$ cat src/soc_mem_settings.svh
`ifndef SOC_MEM_SETTINGS_SVH
`define SOC_MEM_SETTINGS_SVH

// bus widths
`define SOC_ADDR_W 32
`define SOC_DATA_W 32

// address map
`define SOC_CLINT_BASE 32'h0200_0000
// split point, anything at or above goes to the sram
`define SOC_SRAM_BASE 32'h0200_ffff

// sram depth in words
`define SOC_SRAM_WORDS 256

// beats per instruction burst, power of two for wrap
`define SOC_FETCH_BEATS 4

`endif

$ cat src/soc_mem_pkg.sv
package soc_mem_pkg;

  // axi burst encoding
  typedef enum logic [1:0] {
    FIXED = 2'b00,
    INCR  = 2'b01,
    WRAP  = 2'b10
  } axi_burst_t;

endpackage

$ cat src/axi_if.sv
`timescale 1ns/1ns
`include "soc_mem_settings.svh"

// read address and read data channels
interface axi_r_if;
  import soc_mem_pkg::*;

  logic arvalid;
  logic arready;
  logic [`SOC_ADDR_W-1:0] araddr;
  logic [7:0] arlen;
  axi_burst_t arburst;
  logic rvalid;
  logic rready;
  logic [`SOC_DATA_W-1:0] rdata;
  logic rlast;

  modport master (
    output arvalid, araddr, arlen, arburst, rready,
    input arready, rvalid, rdata, rlast
  );

  modport slave (
    input arvalid, araddr, arlen, arburst, rready,
    output arready, rvalid, rdata, rlast
  );
endinterface

// write address, write data and write response channels
interface axi_w_if;
  logic awvalid;
  logic awready;
  logic [`SOC_ADDR_W-1:0] awaddr;
  logic [7:0] awlen;
  logic wvalid;
  logic wready;
  logic [`SOC_DATA_W-1:0] wdata;
  logic [`SOC_DATA_W/8-1:0] wstrb;
  logic wlast;
  logic bvalid;
  logic bready;

  modport master (
    output awvalid, awaddr, awlen, wvalid, wdata, wstrb, wlast, bready,
    input awready, wready, bvalid
  );

  modport slave (
    input awvalid, awaddr, awlen, wvalid, wdata, wstrb, wlast, bready,
    output awready, wready, bvalid
  );
endinterface

$ cat src/clint.sv
`timescale 1ns/1ns
`include "soc_mem_settings.svh"

module clint (
  input logic clock,
  input logic reset,
  axi_r_if.slave rd,
  axi_w_if.slave wr,
  output logic timer_irq
);
  logic [63:0] mtime;
  logic [63:0] mtimecmp;
  logic [`SOC_ADDR_W-1:0] r_rel;
  logic [`SOC_ADDR_W-1:0] w_rel;
  logic [`SOC_DATA_W-1:0] r_word;
  logic w_accept;

  // offsets inside the clint region
  assign r_rel = rd.araddr - `SOC_CLINT_BASE;
  assign w_rel = wr.awaddr - `SOC_CLINT_BASE;

  always_comb begin
    case (r_rel[15:0])
      16'h4000: r_word = mtimecmp[31:0];
      16'h4004: r_word = mtimecmp[63:32];
      16'hbff8: r_word = mtime[31:0];
      16'hbffc: r_word = mtime[63:32];
      default: r_word = '0;
    endcase
  end

  always_ff @(posedge clock) begin
    if (reset) begin
      mtime <= '0;
      timer_irq <= 1'b0;
    end else begin
      mtime <= mtime + 64'd1;
      timer_irq <= mtime >= mtimecmp;
    end
  end

  // arready one cycle after arvalid, beat held until taken
  always_ff @(posedge clock) begin
    if (reset) begin
      rd.arready <= 1'b0;
      rd.rvalid <= 1'b0;
    end else begin
      if (rd.arvalid && rd.arready) begin
        rd.arready <= 1'b0;
        rd.rvalid <= 1'b1;
      end else if (rd.arvalid && !rd.rvalid) begin
        rd.arready <= 1'b1;
      end
      if (rd.rvalid && rd.rready) begin
        rd.rvalid <= 1'b0;
      end
    end
  end

  always_ff @(posedge clock) begin
    if (rd.arvalid && rd.arready) begin
      rd.rdata <= r_word;
    end
  end

  assign rd.rlast = 1'b1;

  // aw and w taken together, only mtimecmp is writable
  always_ff @(posedge clock) begin
    if (reset) begin
      w_accept <= 1'b0;
      wr.bvalid <= 1'b0;
      mtimecmp <= '1;
    end else begin
      if (wr.awvalid && w_accept) begin
        w_accept <= 1'b0;
        wr.bvalid <= 1'b1;
        for (int b = 0; b < 4; b++) begin
          if (wr.wstrb[b] && w_rel[15:0] == 16'h4000) begin
            mtimecmp[8*b +: 8] <= wr.wdata[8*b +: 8];
          end else if (wr.wstrb[b] && w_rel[15:0] == 16'h4004) begin
            mtimecmp[32+8*b +: 8] <= wr.wdata[8*b +: 8];
          end
        end
      end else if (wr.awvalid && wr.wvalid && !w_accept && !wr.bvalid) begin
        w_accept <= 1'b1;
      end
      if (wr.bvalid && wr.bready) begin
        wr.bvalid <= 1'b0;
      end
    end
  end

  assign wr.awready = w_accept;
  assign wr.wready = w_accept;

endmodule

$ cat src/flat_wrapper.sv
// flat-port wrapper written by rule: the top's interface ports become plain ports
module clint_flat 
  (clock, reset, timer_irq, rd_arvalid, rd_araddr, rd_arlen, rd_arburst, rd_rready, rd_arready, rd_rvalid, rd_rdata, rd_rlast, wr_awvalid, wr_awaddr, wr_awlen, wr_wvalid, wr_wdata, wr_wstrb, wr_wlast, wr_bready, wr_awready, wr_wready, wr_bvalid);
  axi_r_if rd_i ();
  axi_w_if wr_i ();
  input logic clock;
  input logic reset;
  output logic timer_irq;
  input wire logic [$bits(rd_i.arvalid)-1:0] rd_arvalid;
  input wire logic [$bits(rd_i.araddr)-1:0] rd_araddr;
  input wire logic [$bits(rd_i.arlen)-1:0] rd_arlen;
  input wire logic [$bits(rd_i.arburst)-1:0] rd_arburst;
  input wire logic [$bits(rd_i.rready)-1:0] rd_rready;
  output wire logic [$bits(rd_i.arready)-1:0] rd_arready;
  output wire logic [$bits(rd_i.rvalid)-1:0] rd_rvalid;
  output wire logic [$bits(rd_i.rdata)-1:0] rd_rdata;
  output wire logic [$bits(rd_i.rlast)-1:0] rd_rlast;
  input wire logic [$bits(wr_i.awvalid)-1:0] wr_awvalid;
  input wire logic [$bits(wr_i.awaddr)-1:0] wr_awaddr;
  input wire logic [$bits(wr_i.awlen)-1:0] wr_awlen;
  input wire logic [$bits(wr_i.wvalid)-1:0] wr_wvalid;
  input wire logic [$bits(wr_i.wdata)-1:0] wr_wdata;
  input wire logic [$bits(wr_i.wstrb)-1:0] wr_wstrb;
  input wire logic [$bits(wr_i.wlast)-1:0] wr_wlast;
  input wire logic [$bits(wr_i.bready)-1:0] wr_bready;
  output wire logic [$bits(wr_i.awready)-1:0] wr_awready;
  output wire logic [$bits(wr_i.wready)-1:0] wr_wready;
  output wire logic [$bits(wr_i.bvalid)-1:0] wr_bvalid;
  assign rd_i.arvalid = rd_arvalid;
  assign rd_i.araddr = rd_araddr;
  assign rd_i.arlen = rd_arlen;
  assign rd_i.arburst = rd_arburst;
  assign rd_i.rready = rd_rready;
  assign rd_arready = rd_i.arready;
  assign rd_rvalid = rd_i.rvalid;
  assign rd_rdata = rd_i.rdata;
  assign rd_rlast = rd_i.rlast;
  assign wr_i.awvalid = wr_awvalid;
  assign wr_i.awaddr = wr_awaddr;
  assign wr_i.awlen = wr_awlen;
  assign wr_i.wvalid = wr_wvalid;
  assign wr_i.wdata = wr_wdata;
  assign wr_i.wstrb = wr_wstrb;
  assign wr_i.wlast = wr_wlast;
  assign wr_i.bready = wr_bready;
  assign wr_awready = wr_i.awready;
  assign wr_wready = wr_i.wready;
  assign wr_bvalid = wr_i.bvalid;
  clint u_core (.clock(clock), .reset(reset), .rd(rd_i), .wr(wr_i), .timer_irq(timer_irq));
endmodule
$ cat config.mk
export PLATFORM = sky130hd
export DESIGN_NAME = clint_flat
export DESIGN_NICKNAME = d
export VERILOG_FILES = /design/src/soc_mem_pkg.sv /design/src/axi_if.sv /design/src/clint.sv /design/src/flat_wrapper.sv
export VERILOG_INCLUDE_DIRS = /design/src /design/src/src
export SDC_FILE = /design/constraint.sdc
export NUM_CORES = 1
export LEC_CHECK = 0
export ABC_AREA = 0
export ABC_CLOCK_PERIOD_IN_PS = 2320
export BUFFER_PORTS_ARGS = -buffer_cell sky130_fd_sc_hd__buf_2
export CAP_MARGIN = 30
export CORE_ASPECT_RATIO = 0.8
export CORE_MARGIN = 3
export CORE_UTILIZATION = 40
export CTS_CLUSTER_DIAMETER = 50
export DETAILED_ROUTE_END_ITERATION = 12
export HOLD_SLACK_MARGIN = 0.15
export PLACE_DENSITY_LB_ADDON = 0.08
export SLEW_MARGIN = 15
export SYNTH_ARGS = -nofsm -noshare
export SYNTH_HDL_FRONTEND = slang
export SYNTH_SLANG_ARGS = --single-unit
$ cat constraint.sdc
create_clock -name clock -period 2.32 [get_ports clock]
set_input_delay 0.116 -clock clock [delete_from_list [all_inputs] [get_ports clock]]
set_output_delay 0.116 -clock clock [all_outputs]
set_load 0.03 [all_outputs]
**Word level (Yosys, flattened, before mapping)**

Index checks and enable logic that the tools add are counted.

- Bitwise operators: 4
- Add/subtract/negate cells: 3
- Muxes and demuxes: 1
- Equal/unequal tests: 6
- Reduce and logical (&&, ||, !) cells: 31
- $lt $le $gt $ge: 1

Operators with widths:

| cell | number |
|---|---|
| $pmux W32 S4 | 1 |
| $add A64 B1 Y64 const B | 1 |
| $eq A16 B15 Y1 const B | 4 |
| $ge A64 B64 Y1 | 1 |
| $eq A16 B16 Y1 const B | 2 |
| $sub A16 B1 Y16 const B | 2 |
| $logic_and A1 B1 Y1 | 16 |
| $reduce_and A3 Y1 | 4 |
| $reduce_and A2 Y1 | 4 |
| $reduce_or A2 Y1 | 4 |
| $not A1 Y1 | 4 |
| $logic_not A1 Y1 | 3 |

- Output and inout bits: 39
- Register bits after elaboration: 165
- Logic and storage cells: 61
- Input port bits: 126

**Longest topological paths before layout**

Gate-level depths: netlist (run 1).

- Depth in word-level cells: 5
- Depth in mapped cells: 9
- Depth with buffers taken out: 8

**Least setup slack after synthesis (run 1)**

Ideal clock, no wire load.

- Path kind: register to register
- From: reg u_core.mtime[34]
- To: reg u_core.mtime[58]
- Cell stages (with the launch flop): 9
- Clock period less this slack: 2445 ps
- Library setup time: 121 ps
- Arrival time: 2324 ps
- Path slack: -125 ps
- Buffers on the path: 2
- Required time: 2199 ps
- Path through: dfxtp_1 > and4_4 > nand4_4 > or2_1 > buf_6 > or4_1 > buf_2 > nor3_1 > mux2_2

- Word-level cells in the longest chain between the ends: 1

RTL lines:

| element | RTL line | RTL |
|---|---|---|
| start: declaration | clint.sv:11 | `logic [63:0] mtime;` |
| start signal: assignment | clint.sv:37 | `mtime <= mtime + 64'd1;` |
| $add A64 B1 Y64 | clint.sv:37 |  |

No other way between the ends.
A chain may end at the register's enable or synchronous reset.

**Final worst setup path (run 1)**

- From: reg u_core.mtime[46]
- To: reg u_core.mtime[58]

Same word-level chain as after synthesis.

==> summary.md, run 1 <==
| Metric | Value |
|---|---|
| Sink Count | 165 |
| P_leak | around 5.5 nW |
| Final TNS setup | 0 ps |
| Die area | roughly 24000 sq um |
| WL final | between 20000 and 30000 um |
| Diode count | 0 |
| Yosys warns | 0 |
| Primary FF master, synth | dfxtp_1 |
| Top post-synthesis cells by area | dfxtp_1, edfxtp_1, ha_1 |
| Area share of the largest cell type after synthesis | 0.299 |
| Grt total ovfl | 0 |
| Power Density | 534 nW/um^2 |
| Num rows | 48 |
| Synth cell count leaders | nor2_1, dfxtp_1, inv_1 |
| Largest area contributor in the netlist | dfxtp_1 |
| Routed vias | between 8000 and 9000 |
| Worst Path Arrival | 2550 ps |
| Post-Syn Area | between 8000 and 9000 sq um |
| Detailed placement HPWL | roughly 18000 um |
| H-tree depth | 4 |
| Synth cell types | 56 |
| Setup Viol. Count Final | 0 |
| Mean Syn Cell Area | 8.81 sq um |
| I/O pin count | 165 |
| P_sw | 0.00138 W |
| Clk slew on worst S/H paths | 70 ps |
| DRT antenna net count | 0 |
| WS Path Type | register to register |
| # Max-Cap Violations | 0 |
| Final period utilization | 0.962 |
| Clock network fraction of total power | 0.463 |
| CTS buffer count | 17 |
| CTS Buffer Depth | 2 |
| Worst setup SP type | register |
| Max Fanout on Critical Path | 7 |
| Status | completed |
| Hold Vio Cnt, Final | 0 |
| Slew headroom | 0.486 |
| Power Internal | 0.00477 W |
| Final critical-path required period | 2230 ps |
| Sw Share | 0.224 |
| Die width | around 170 um |
| Fillcell total | 2071 |
| Total track usage | 0.214 |
| First-pass GRT wire length | ~42000 um |
| EDFF count, synth | 32 |
| CTS tree | built |
| Clk root buf | clkbuf_16 |
| RSZ-0062 raised after global routing | false |
| Die Ht | 139 um |
| Gate power share | 0.055 |
| Avg WL per Cell | 16.5 um |
| Synth Register Bits | 165 |
| Maximum clock rate | 448 MHz |
| Number of global-route vias before repair | 7782 |
| Initial core utilization | 0.410 |
| Clock Latency Late Sink | between 400 and 500 ps |
| PortBufs | 112 |
| Kind of path behind the tightest hold check | primary input to register |
| Worst Clk Skew | 9.45 ps |
| Sequential Area | ~3600 sq um |
| Final Wtd Congestion | 0.838 |
| Most common cell in the netlist | nor2_1 |
| Fin. max-slew vios | 0 |
| DRT iter0 DRCs | 643 |
| Nets | 1418 |
| Measured slew at the worst slew-check pin | 771 ps |
| Area grow syn2layout | 29.7% |
| # DRC | 0 |
| Initial DRT Pass Iterations | 5 |
| Area of the multi-input gates | 4750 sq um |
| Initial antenna violation count | 0 |
| FFs w/ async S/R, synth | 0 |
| Post-Syn Nets | 1200 |
| Pin count of the biggest net entering global routing | 151 |
| Placeable Area | 21700 sq um |
| Sequential share of power | 0.482 |
| Critical path capture point type | register |
| Fraction of layout cells with a size suffix above 1 | 0.236 |
| Register area share after synthesis | 0.408 |
| Critical Path RT | 2630 ps |
| Post-Syn Instances | 1009 |
| Overall power | 0.00616 W |
| VDD IR-drop max | slightly below 400 uV |
| Via/cell ratio | 5.22 |
[what timing repair did]
| item | in CTS | in global routing |
|---|---|---|
| buffers inserted | 0 | 2 |
| hold buffers | 38 | 0 |
| endpoints found under the hold margin | 68 | 0 |
| resized for setup | 1 | 31 |
| pin swaps | 0 | 8 |
| gates cloned | 0 | 0 |
| setup endpoints to repair | 1 | 19 |
[cells by family after synthesis]
family	synth area share
other	0.000422
adder cells (fa/ha/maj)	0.0915
buffers and inverters	0.0708
XOR/XNOR	0.0345
multiplexers	0.0110
flip-flops	0.408
AO/OA/AOI/OAI	0.185
AND/OR/NAND/NOR	0.200
[state kept, by name, summed over array words and instances, names as in the netlist]
signal and flops:
u_core.rd.rdata 32, u_core.wr.awready 1, u_core.rd.rvalid 1, u_core.wr.bvalid 1, u_core.rd.arready 1, u_core.mtimecmp 64, u_core.timer_irq 1, u_core.mtime 64
[cell type report]
class	count	area share
clock inverter	7	0.00846
clock buffer	25	0.0422
timing repair buffer	251	0.153
tap	300	0.0326
multi-input combinational	681	0.412
sequential	165	0.316
inverter	111	0.0361
[critical path, stage by stage, from the launching register on]
cell and delay, ps:
dfxtp_1 350, and4_1 220, and3_4 210, nand3_1 120, buf_4 160, or4_4 580
nor3_2 140, mux2_2 340
[worst paths after layout]
check	startpoint	to	slack, ps	cells past startpoint
max reg2reg	u_core.mtime[46]$_SDFF_PP0_	u_core.mtime[58]$_SDFF_PP0_	90	7
max	u_core.mtime[46]$_SDFF_PP0_	u_core.mtime[58]$_SDFF_PP0_	90	7
min	wr_wstrb[0]	u_core.mtimecmp[39]$_SDFFE_PP1P_	220	4
min reg2reg	u_core.mtime[0]$_SDFF_PP0_	u_core.mtime[0]$_SDFF_PP0_	460	1
[cell usage in the layout, fill, tap and decap left out, types with 3 or more instances in the layout]
cell type	synthesis	layout
a211o_1	64	64
a21o_1	9	9
a21oi_1	37	34
a21oi_2	0	3
a221o_1	24	24
a22o_1	24	24
a22oi_1	16	16
and3_1	9	8
and4_1	6	5
buf_12	0	4
buf_2	2	111
buf_4	2	96
clkbuf_1	44	6
clkbuf_16	0	18
dfxtp_1	133	119
dfxtp_2	0	12
dlygate4sd3_1	0	38
edfxtp_1	32	32
ha_1	65	64
inv_1	111	111
mux2_2	6	6
mux2i_1	3	3
nand2_1	52	51
nand2b_1	7	7
nand3_1	33	31
nand4_1	30	30
nor2_1	142	138
nor2_2	0	4
nor2b_1	12	12
nor3_1	18	14
nor3_2	0	3
nor4_1	13	11
o21ai_0	17	16
o31ai_1	9	9
or2_2	3	3
or3_1	5	5
or4_1	16	14
or4_4	1	3
xnor2_1	20	20
xor2_1	15	15
[routing by layer]
metal / wire length [um] / GRT usage / vias up
met3: 1150 / 0.0398 / 17
met5: 0 / 0 / -
met2: 11200 / 0.336 / 172
li1: - / - / 4060
met4: 256 / 0.0435 / 0
met1: 12800 / 0.310 / 3784
[power by group through the flow]
stage / combinational [W] / sequential, W / clock, W
after floorplan: 0.0000933 / 0.00309 / 0
after global placement: 0.000290 / 0.00303 / 0
after detailed placement: 0.000291 / 0.00303 / 0
after CTS: 0.000344 / 0.00296 / 0.00291
after global routing: 0.000373 / 0.00297 / 0.00303
final: 0.000341 / 0.00296 / 0.00285
[through the flow]
step	worst slack, ps	area (sq um)	utilization	hold slack (ps)	cells
6_report	89.3	11500	0.532	218	1540
5_1_grt	0.769	11500	0.532	245	1540
4_1_cts	26.5	11400	0.526	212	1538
3_5_place_dp	17.8	10400	0.482	338	1468
3_3_place_gp	2.53	10400	0.482	337	1468
2_1_floorplan	1.71	8920	-	234	1009
No activity file was read; power rests on OpenSTA's default activity.
==> run 2: changes to the inputs <==
--- a/config.mk
+++ b/config.mk
@@ -16,6 +16,7 @@
 export CTS_CLUSTER_DIAMETER = 50
 export DETAILED_ROUTE_END_ITERATION = 12
 export HOLD_SLACK_MARGIN = 0.15
+export MAX_ROUTING_LAYER = met4
 export PLACE_DENSITY_LB_ADDON = 0.08
 export SLEW_MARGIN = 15
 export SYNTH_ARGS = -nofsm -noshare
==> run 2 against run 1 <==
Effect of this change:
- non-clock buffer count stayed put
- final area stayed put
- utilization stayed put
- flip-flop and latch count stayed put
- critical path type unchanged
- critical endpoint unchanged
- largest power group unchanged
==> summary.md, run 2 (same netlist as run 1, synthesis figures left out) <==
| Metric | Value |
|---|---|
| Initial DRT Pass Iterations | 5 |
| Fraction of layout cells with a size suffix above 1 | 0.236 |
| Largest registers | u_core.mtime: 64 flops, u_core.mtimecmp: 64 flops, u_core.rd.rdata: 32 flops |
| Area grow syn2layout | 29.7% |
| Critical Path RT | 2630 ps |
| WL final | 25400 um |
| Grt total ovfl | 0 |
| Crit path largest cell delay | 580 ps |
| Finished Core Util | 0.532 |
| Initial antenna violation count | 0 |
| Clk root buf | clkbuf_16 |
| Worst setup SP type | register |
| Clock Latency Late Sink | 430 ps |
| Die width | roughly 170 um |
| # DRC | 0 |
| VDD IR-drop max | 395 uV |
| P_leak | 5.46 nW |
| Maximum clock rate | between 400 and 500 MHz |
| Final critical-path required period | 2230 ps |
| WS Path Type | register to register |
| Die Ht | 139 um |
| Die area | 24100 sq um |
| Slew headroom | 0.536 |
| Pin count of the biggest net entering global routing | approximately 150 |
| Max Fanout on Critical Path | 7 |
| Avg WL per Cell | 16.5 um |
| Worst Path Arrival | approximately 2600 ps |
| Power Density | ~530 nW/um^2 |
| CTS buffer count | 17 |
| PortBufs | roughly 110 |
| CTS tree | built |
| First-pass GRT wire length | 41700 um |
| Non-Filler Instances | 1540 |
| Max stage delay cell, worst path | or4_4 |
| Measured slew at the worst slew-check pin | about 700 ps |
| CP top delay family | simple AND/OR/NAND/NOR gates |
| Leading cell type in the layout, fill and taps excluded | nor2_1 |
| Fillcell total | 2071 |
| Placeable Area | around 22000 sq um |
| Commonest cells after routing, fill and taps aside | nor2_1, dfxtp_1, inv_1, buf_2, buf_4 |
| RSZ-0062 raised after global routing | false |
| Via/cell ratio | 5.19 |
| Num rows | 48 |
| DRT antenna net count | 0 |
| CP bufs+invs | 1 |
| Critical path capture point type | register |
| Status | completed |
| Final Wtd Congestion | about 0.85 |
| Worst Clk Skew | 9.71 ps |
| Dpl cells | 1468 |
| Detailed placement HPWL | about 18000 um |
| Final TNS setup | 0 ps |
| Sink Count | 165 |
| DRT iter0 DRCs | 657 |
| Final period utilization | 0.963 |
| Setup Viol. Count Final | 0 |
| H-tree depth | 4 |
| Diode count | 0 |
| Routed vias | 7995 |
| Initial core utilization | 0.410 |
| Total track usage | 0.221 |
| Overall power | 0.00616 W |
| Crit path cell chain | and4_1 > and3_4 > nand3_1 > buf_4 > or4_4 > nor3_2 > mux2_2 |
| Clk slew on worst S/H paths | ~70 ps |
| # Max-Cap Violations | 0 |
| Hold Vio Cnt, Final | 0 |
| I/O pin count | 165 |
| Number of global-route vias before repair | 7783 |
| Nets | 1418 |
| Kind of path behind the tightest hold check | primary input to register |
| CTS Buffer Depth | 2 |
| Fin. max-slew vios | 0 |
[run 2: cell counts in the layout (fill, tap and decap cells not counted)]
Identical to the previous run, type by type.
[run 2: layout make-up]
cell class | instances | area (sq um) | share of cell area
clock buffer | 25 | 487 | 0.0422
clock inverter | 7 | 97.6 | 0.00846
inverter | 111 | 417 | 0.0361
multi-input combinational | 681 | 4750 | 0.412
sequential | 165 | 3650 | 0.316
tap | 300 | 375 | 0.0326
timing repair buffer | 251 | 1760 | 0.153
[run 2: per-stage QoR]
stage / instance area (sq um) / setup slack (ps) / hold WS (ps)
after floorplan: 8920 / 1.71 / 234
after global placement: 10400 / 2.53 / 337
after detailed placement: 10400 / 17.8 / 338
after CTS: 11400 / 26.5 / 212
after global routing: 11500 / 0.0149 / 245
final: 11500 / 86.8 / 224
[run 2: worst paths after layout]
check | from | end | slack, ps | cells after the start
max | u_core.mtime[46]$_SDFF_PP0_ | u_core.mtime[58]$_SDFF_PP0_ | 90 | 7
min | wr_wstrb[0] | u_core.mtimecmp[39]$_SDFFE_PP1P_ | 220 | 4
max reg2reg | u_core.mtime[46]$_SDFF_PP0_ | u_core.mtime[58]$_SDFF_PP0_ | 90 | 7
min reg2reg | u_core.mtime[0]$_SDFF_PP0_ | u_core.mtime[0]$_SDFF_PP0_ | 450 | 1
[run 2: metal layers]
metal	GRT usage	up-vias	part of all wire
met1	0.311	3754	0.50
met3	0.0396	18	0.045
met4	0.0435	0	0.010
met5	-	-	0
met2	0.335	166	0.44
li1	-	4057	-
[run 2: what timing repair did]
| item | CTS | global route |
|---|---|---|
| hold endpoints to repair | 68 | 0 |
| setup buffers | 0 | 2 |
| endpoints found under the setup margin | 1 | 19 |
| pin swaps | 0 | 8 |
| gates resized for setup | 1 | 31 |
| hold buffers | 38 | 0 |
[run 2: report_power, final]
part / internal, W / switching (W)
Clock: 0.00169 / 0.00117
Sequential: 0.00295 / 0.0000148
Combinational: 0.000140 / 0.000202
Total: 0.00477 / 0.00138
[run 2: worst reg2reg max path: cells and delay by family, from the launching register on]
family / cells / cell delay (ps)
flops: 1 / 350
mux: 1 / 340
simple gates: 5 / 1270
buf+inv: 1 / 160
==> run 3: changes to the inputs <==
--- a/config.mk
+++ b/config.mk
@@ -7,7 +7,7 @@
 export NUM_CORES = 1
 export LEC_CHECK = 0
 export ABC_AREA = 0
-export ABC_CLOCK_PERIOD_IN_PS = 2320
+export ABC_CLOCK_PERIOD_IN_PS = 2000
 export BUFFER_PORTS_ARGS = -buffer_cell sky130_fd_sc_hd__buf_2
 export CAP_MARGIN = 30
 export CORE_ASPECT_RATIO = 0.8
==> constraint.sdc (replaced) <==
create_clock -name clock -period 2 [get_ports clock]
set_input_delay 0.1 -clock clock [delete_from_list [all_inputs] [get_ports clock]]
set_output_delay 0.1 -clock clock [all_outputs]
set_load 0.03 [all_outputs]
==> run 3 against run 2 <==
Effect of this change:
- critical path depth stayed put
- the run now ends with negative setup slack left
- sequential share of layout area is 1.8 points lower
- final area is 6.5% higher
- hold slack worse by 32 ps
- critical endpoint is now u_core.mtime[63]$_SDFF_PP0_
- sequential power is 16% higher
==> summary.md, run 3 (same netlist as run 1, synthesis figures left out) <==
| Metric | Value |
|---|---|
| Status | finished with violations |
| Failing checks | negative setup slack |
| Max Fanout on Critical Path | 6 |
| Area grow syn2layout | 38.1% |
| Via/cell ratio | 5.15 |
| P_leak | slightly below 6 nW |
| Cell mode on critical path | nand4_1 |
| CTS tree | built |
| Placeable Area | 21700 sq um |
| I/O pin count | approximately 170 |
| Critical Path RT | 2330 ps |
| Kind of path behind the tightest hold check | primary input to register |
| Setup crit start | u_core.mtime[24]$_SDFF_PP0_ |
| FF-to-FF Start | u_core.mtime[24]$_SDFF_PP0_ |
| Final hold slack | 191 ps |
| Cell area after placement | 10900 sq um |
| Post-Route M1 WL | 13200 um |
| Cell area after layout | ~12000 sq um |
| Power Density | 591 nW/um^2 |
| # Max-Cap Violations | 0 |
| CTS Buffer Depth | 2 |
| Fraction of layout cells with a size suffix above 1 | 0.306 |
| Initial antenna violation count | 0 |
| Commonest cells after routing, fill and taps aside | nor2_1, buf_4, buf_2, inv_1, dfxtp_1 |
| Crit path cell chain | nand4_1 > nor4_2 > buf_4 > nand4_1 > or4_4 > nor3_2 > mux2_4 |
| Clk root buf | clkbuf_16 |
| Max stage delay cell, worst path | or4_4 |
| Clk slew on worst S/H paths | 70 ps |
| Final critical-path required period | 2120 ps |
| Grt total ovfl | 0 |
| Worst Path Arrival | 2450 ps |
| DRT antenna net count | 0 |
| Hold path start | wr_wstrb[2] |
| RSZ-0062 raised after global routing | true |
| Diode count | 0 |
| Total track usage | 0.226 |
| # DRC | 0 |
| Detailed placement HPWL | 18600 um |
| Maximum clock rate | about 470 MHz |
| Initial DRT Pass Iterations | 5 |
| Fin. max-slew vios | 0 |
| Worst setup SP type | register |
| WL final | 26000 um |
| Crit path largest cell delay | 500 ps |
| Leading cell type in the layout, fill and taps excluded | nor2_1 |
| Sink Count | around 170 |
| Num rows | 48 |
| Met2 wire len | between 10000 and 15000 um |
| Critical path capture point type | register |
| First-pass GRT wire length | 42500 um |
| PortBufs | 112 |
| CTS buffer count | 17 |
| VDD IR-drop max | 561 uV |
| Hold Vio Cnt, Final | 0 |
| Clock Latency Late Sink | 440 ps |
| Measured slew at the worst slew-check pin | roughly 740 ps |
| Pre-CTS WS | -195 ps |
| H-tree depth | 4 |
| Highest metal layer with signal wires | met4 |
| Nets | 1463 |
| Largest registers | u_core.mtime: 64 flops, u_core.mtimecmp: 64 flops, u_core.rd.rdata: 32 flops |
| DRT iter0 DRCs | 514 |
| WS Path Type | register to register |
| Final Wtd Congestion | 0.835 |
| Pin count of the biggest net entering global routing | around 150 |
| Routed vias | 8170 |
| Final WS setup | -121 ps |
| Initial core utilization | 0.410 |
| Final period utilization | 1.06 |
| Slew headroom | 0.510 |
| Die Ht | between 100 and 150 um |
| Worst Clk Skew | 16.5 ps |
| Die width | ~170 um |
| Die area | between 20000 and 25000 sq um |
| Avg WL per Cell | between 15 and 20 um |
| WL met3 | 1130 um |
| Number of global-route vias before repair | 7975 |
| Setup Viol. Count Final | 17 |
[run 3: metrics by stage]
step                power, W   util  setup TNS [ps]  instances
floorplan            0.00370      -           -2510       1009
detailed placement   0.00387  0.502           -3700       1509
finish               0.00726  0.566            -927       1585
CTS                  0.00734  0.558           -1210       1585
global route         0.00752  0.566           -2540       1585
global placement     0.00386  0.502           -4310       1509
[run 3: report_power, final]
group / switching (W) / internal (W) / leakage, nW / total [W]
clock: 0.00142 / 0.00199 / 0.298 / 0.00341
sequential: 0.0000160 / 0.00342 / 1.36 / 0.00344
combinational: 0.000238 / 0.000178 / 4.13 / 0.000416
[run 3: repair_timing]
item	CTS	global route
setup buffers	4	1
hold endpoints to repair	68	0
pin swaps	24	17
gates resized for setup	39	46
endpoints found under the setup margin	19	33
gates cloned	2	0
hold buffers	38	0
[run 3: path summary, 6_finish.rpt]
check | cells past startpoint | endpoint | slack, ps
worst max-delay path | 7 | u_core.mtime[63]$_SDFF_PP0_ | -120
worst min-delay path | 4 | u_core.mtimecmp[55]$_SDFFE_PP1P_ | 190
worst max register to register | 7 | u_core.mtime[63]$_SDFF_PP0_ | -120
worst min register to register | 1 | u_core.mtimecmp[35]$_SDFFE_PP1P_ | 500
[run 3: critical path: cells and delay by family, from the launching register on]
kind / cells / cell delay [ps]
and+or+nand+nor: 5 / 1200
DFF: 1 / 340
buffers and inverters: 1 / 160
muxes: 1 / 310
[run 3: layout make-up]
type / count / area [sq um]
clock inverter: 13 / 158
timing repair buffer: 296 / 2180
multi-input combinational: 681 / 5050
clock buffer: 19 / 443
fill: 1998 / 9400
sequential: 165 / 3670
inverter: 111 / 417
tap: 300 / 375
[run 3: per-layer routing]
layer	GRT usage	up-vias
met1	0.319	3852
met2	0.340	156
met4	0.0469	0
li1	-	4146
met5	-	-
met3	0.0406	16
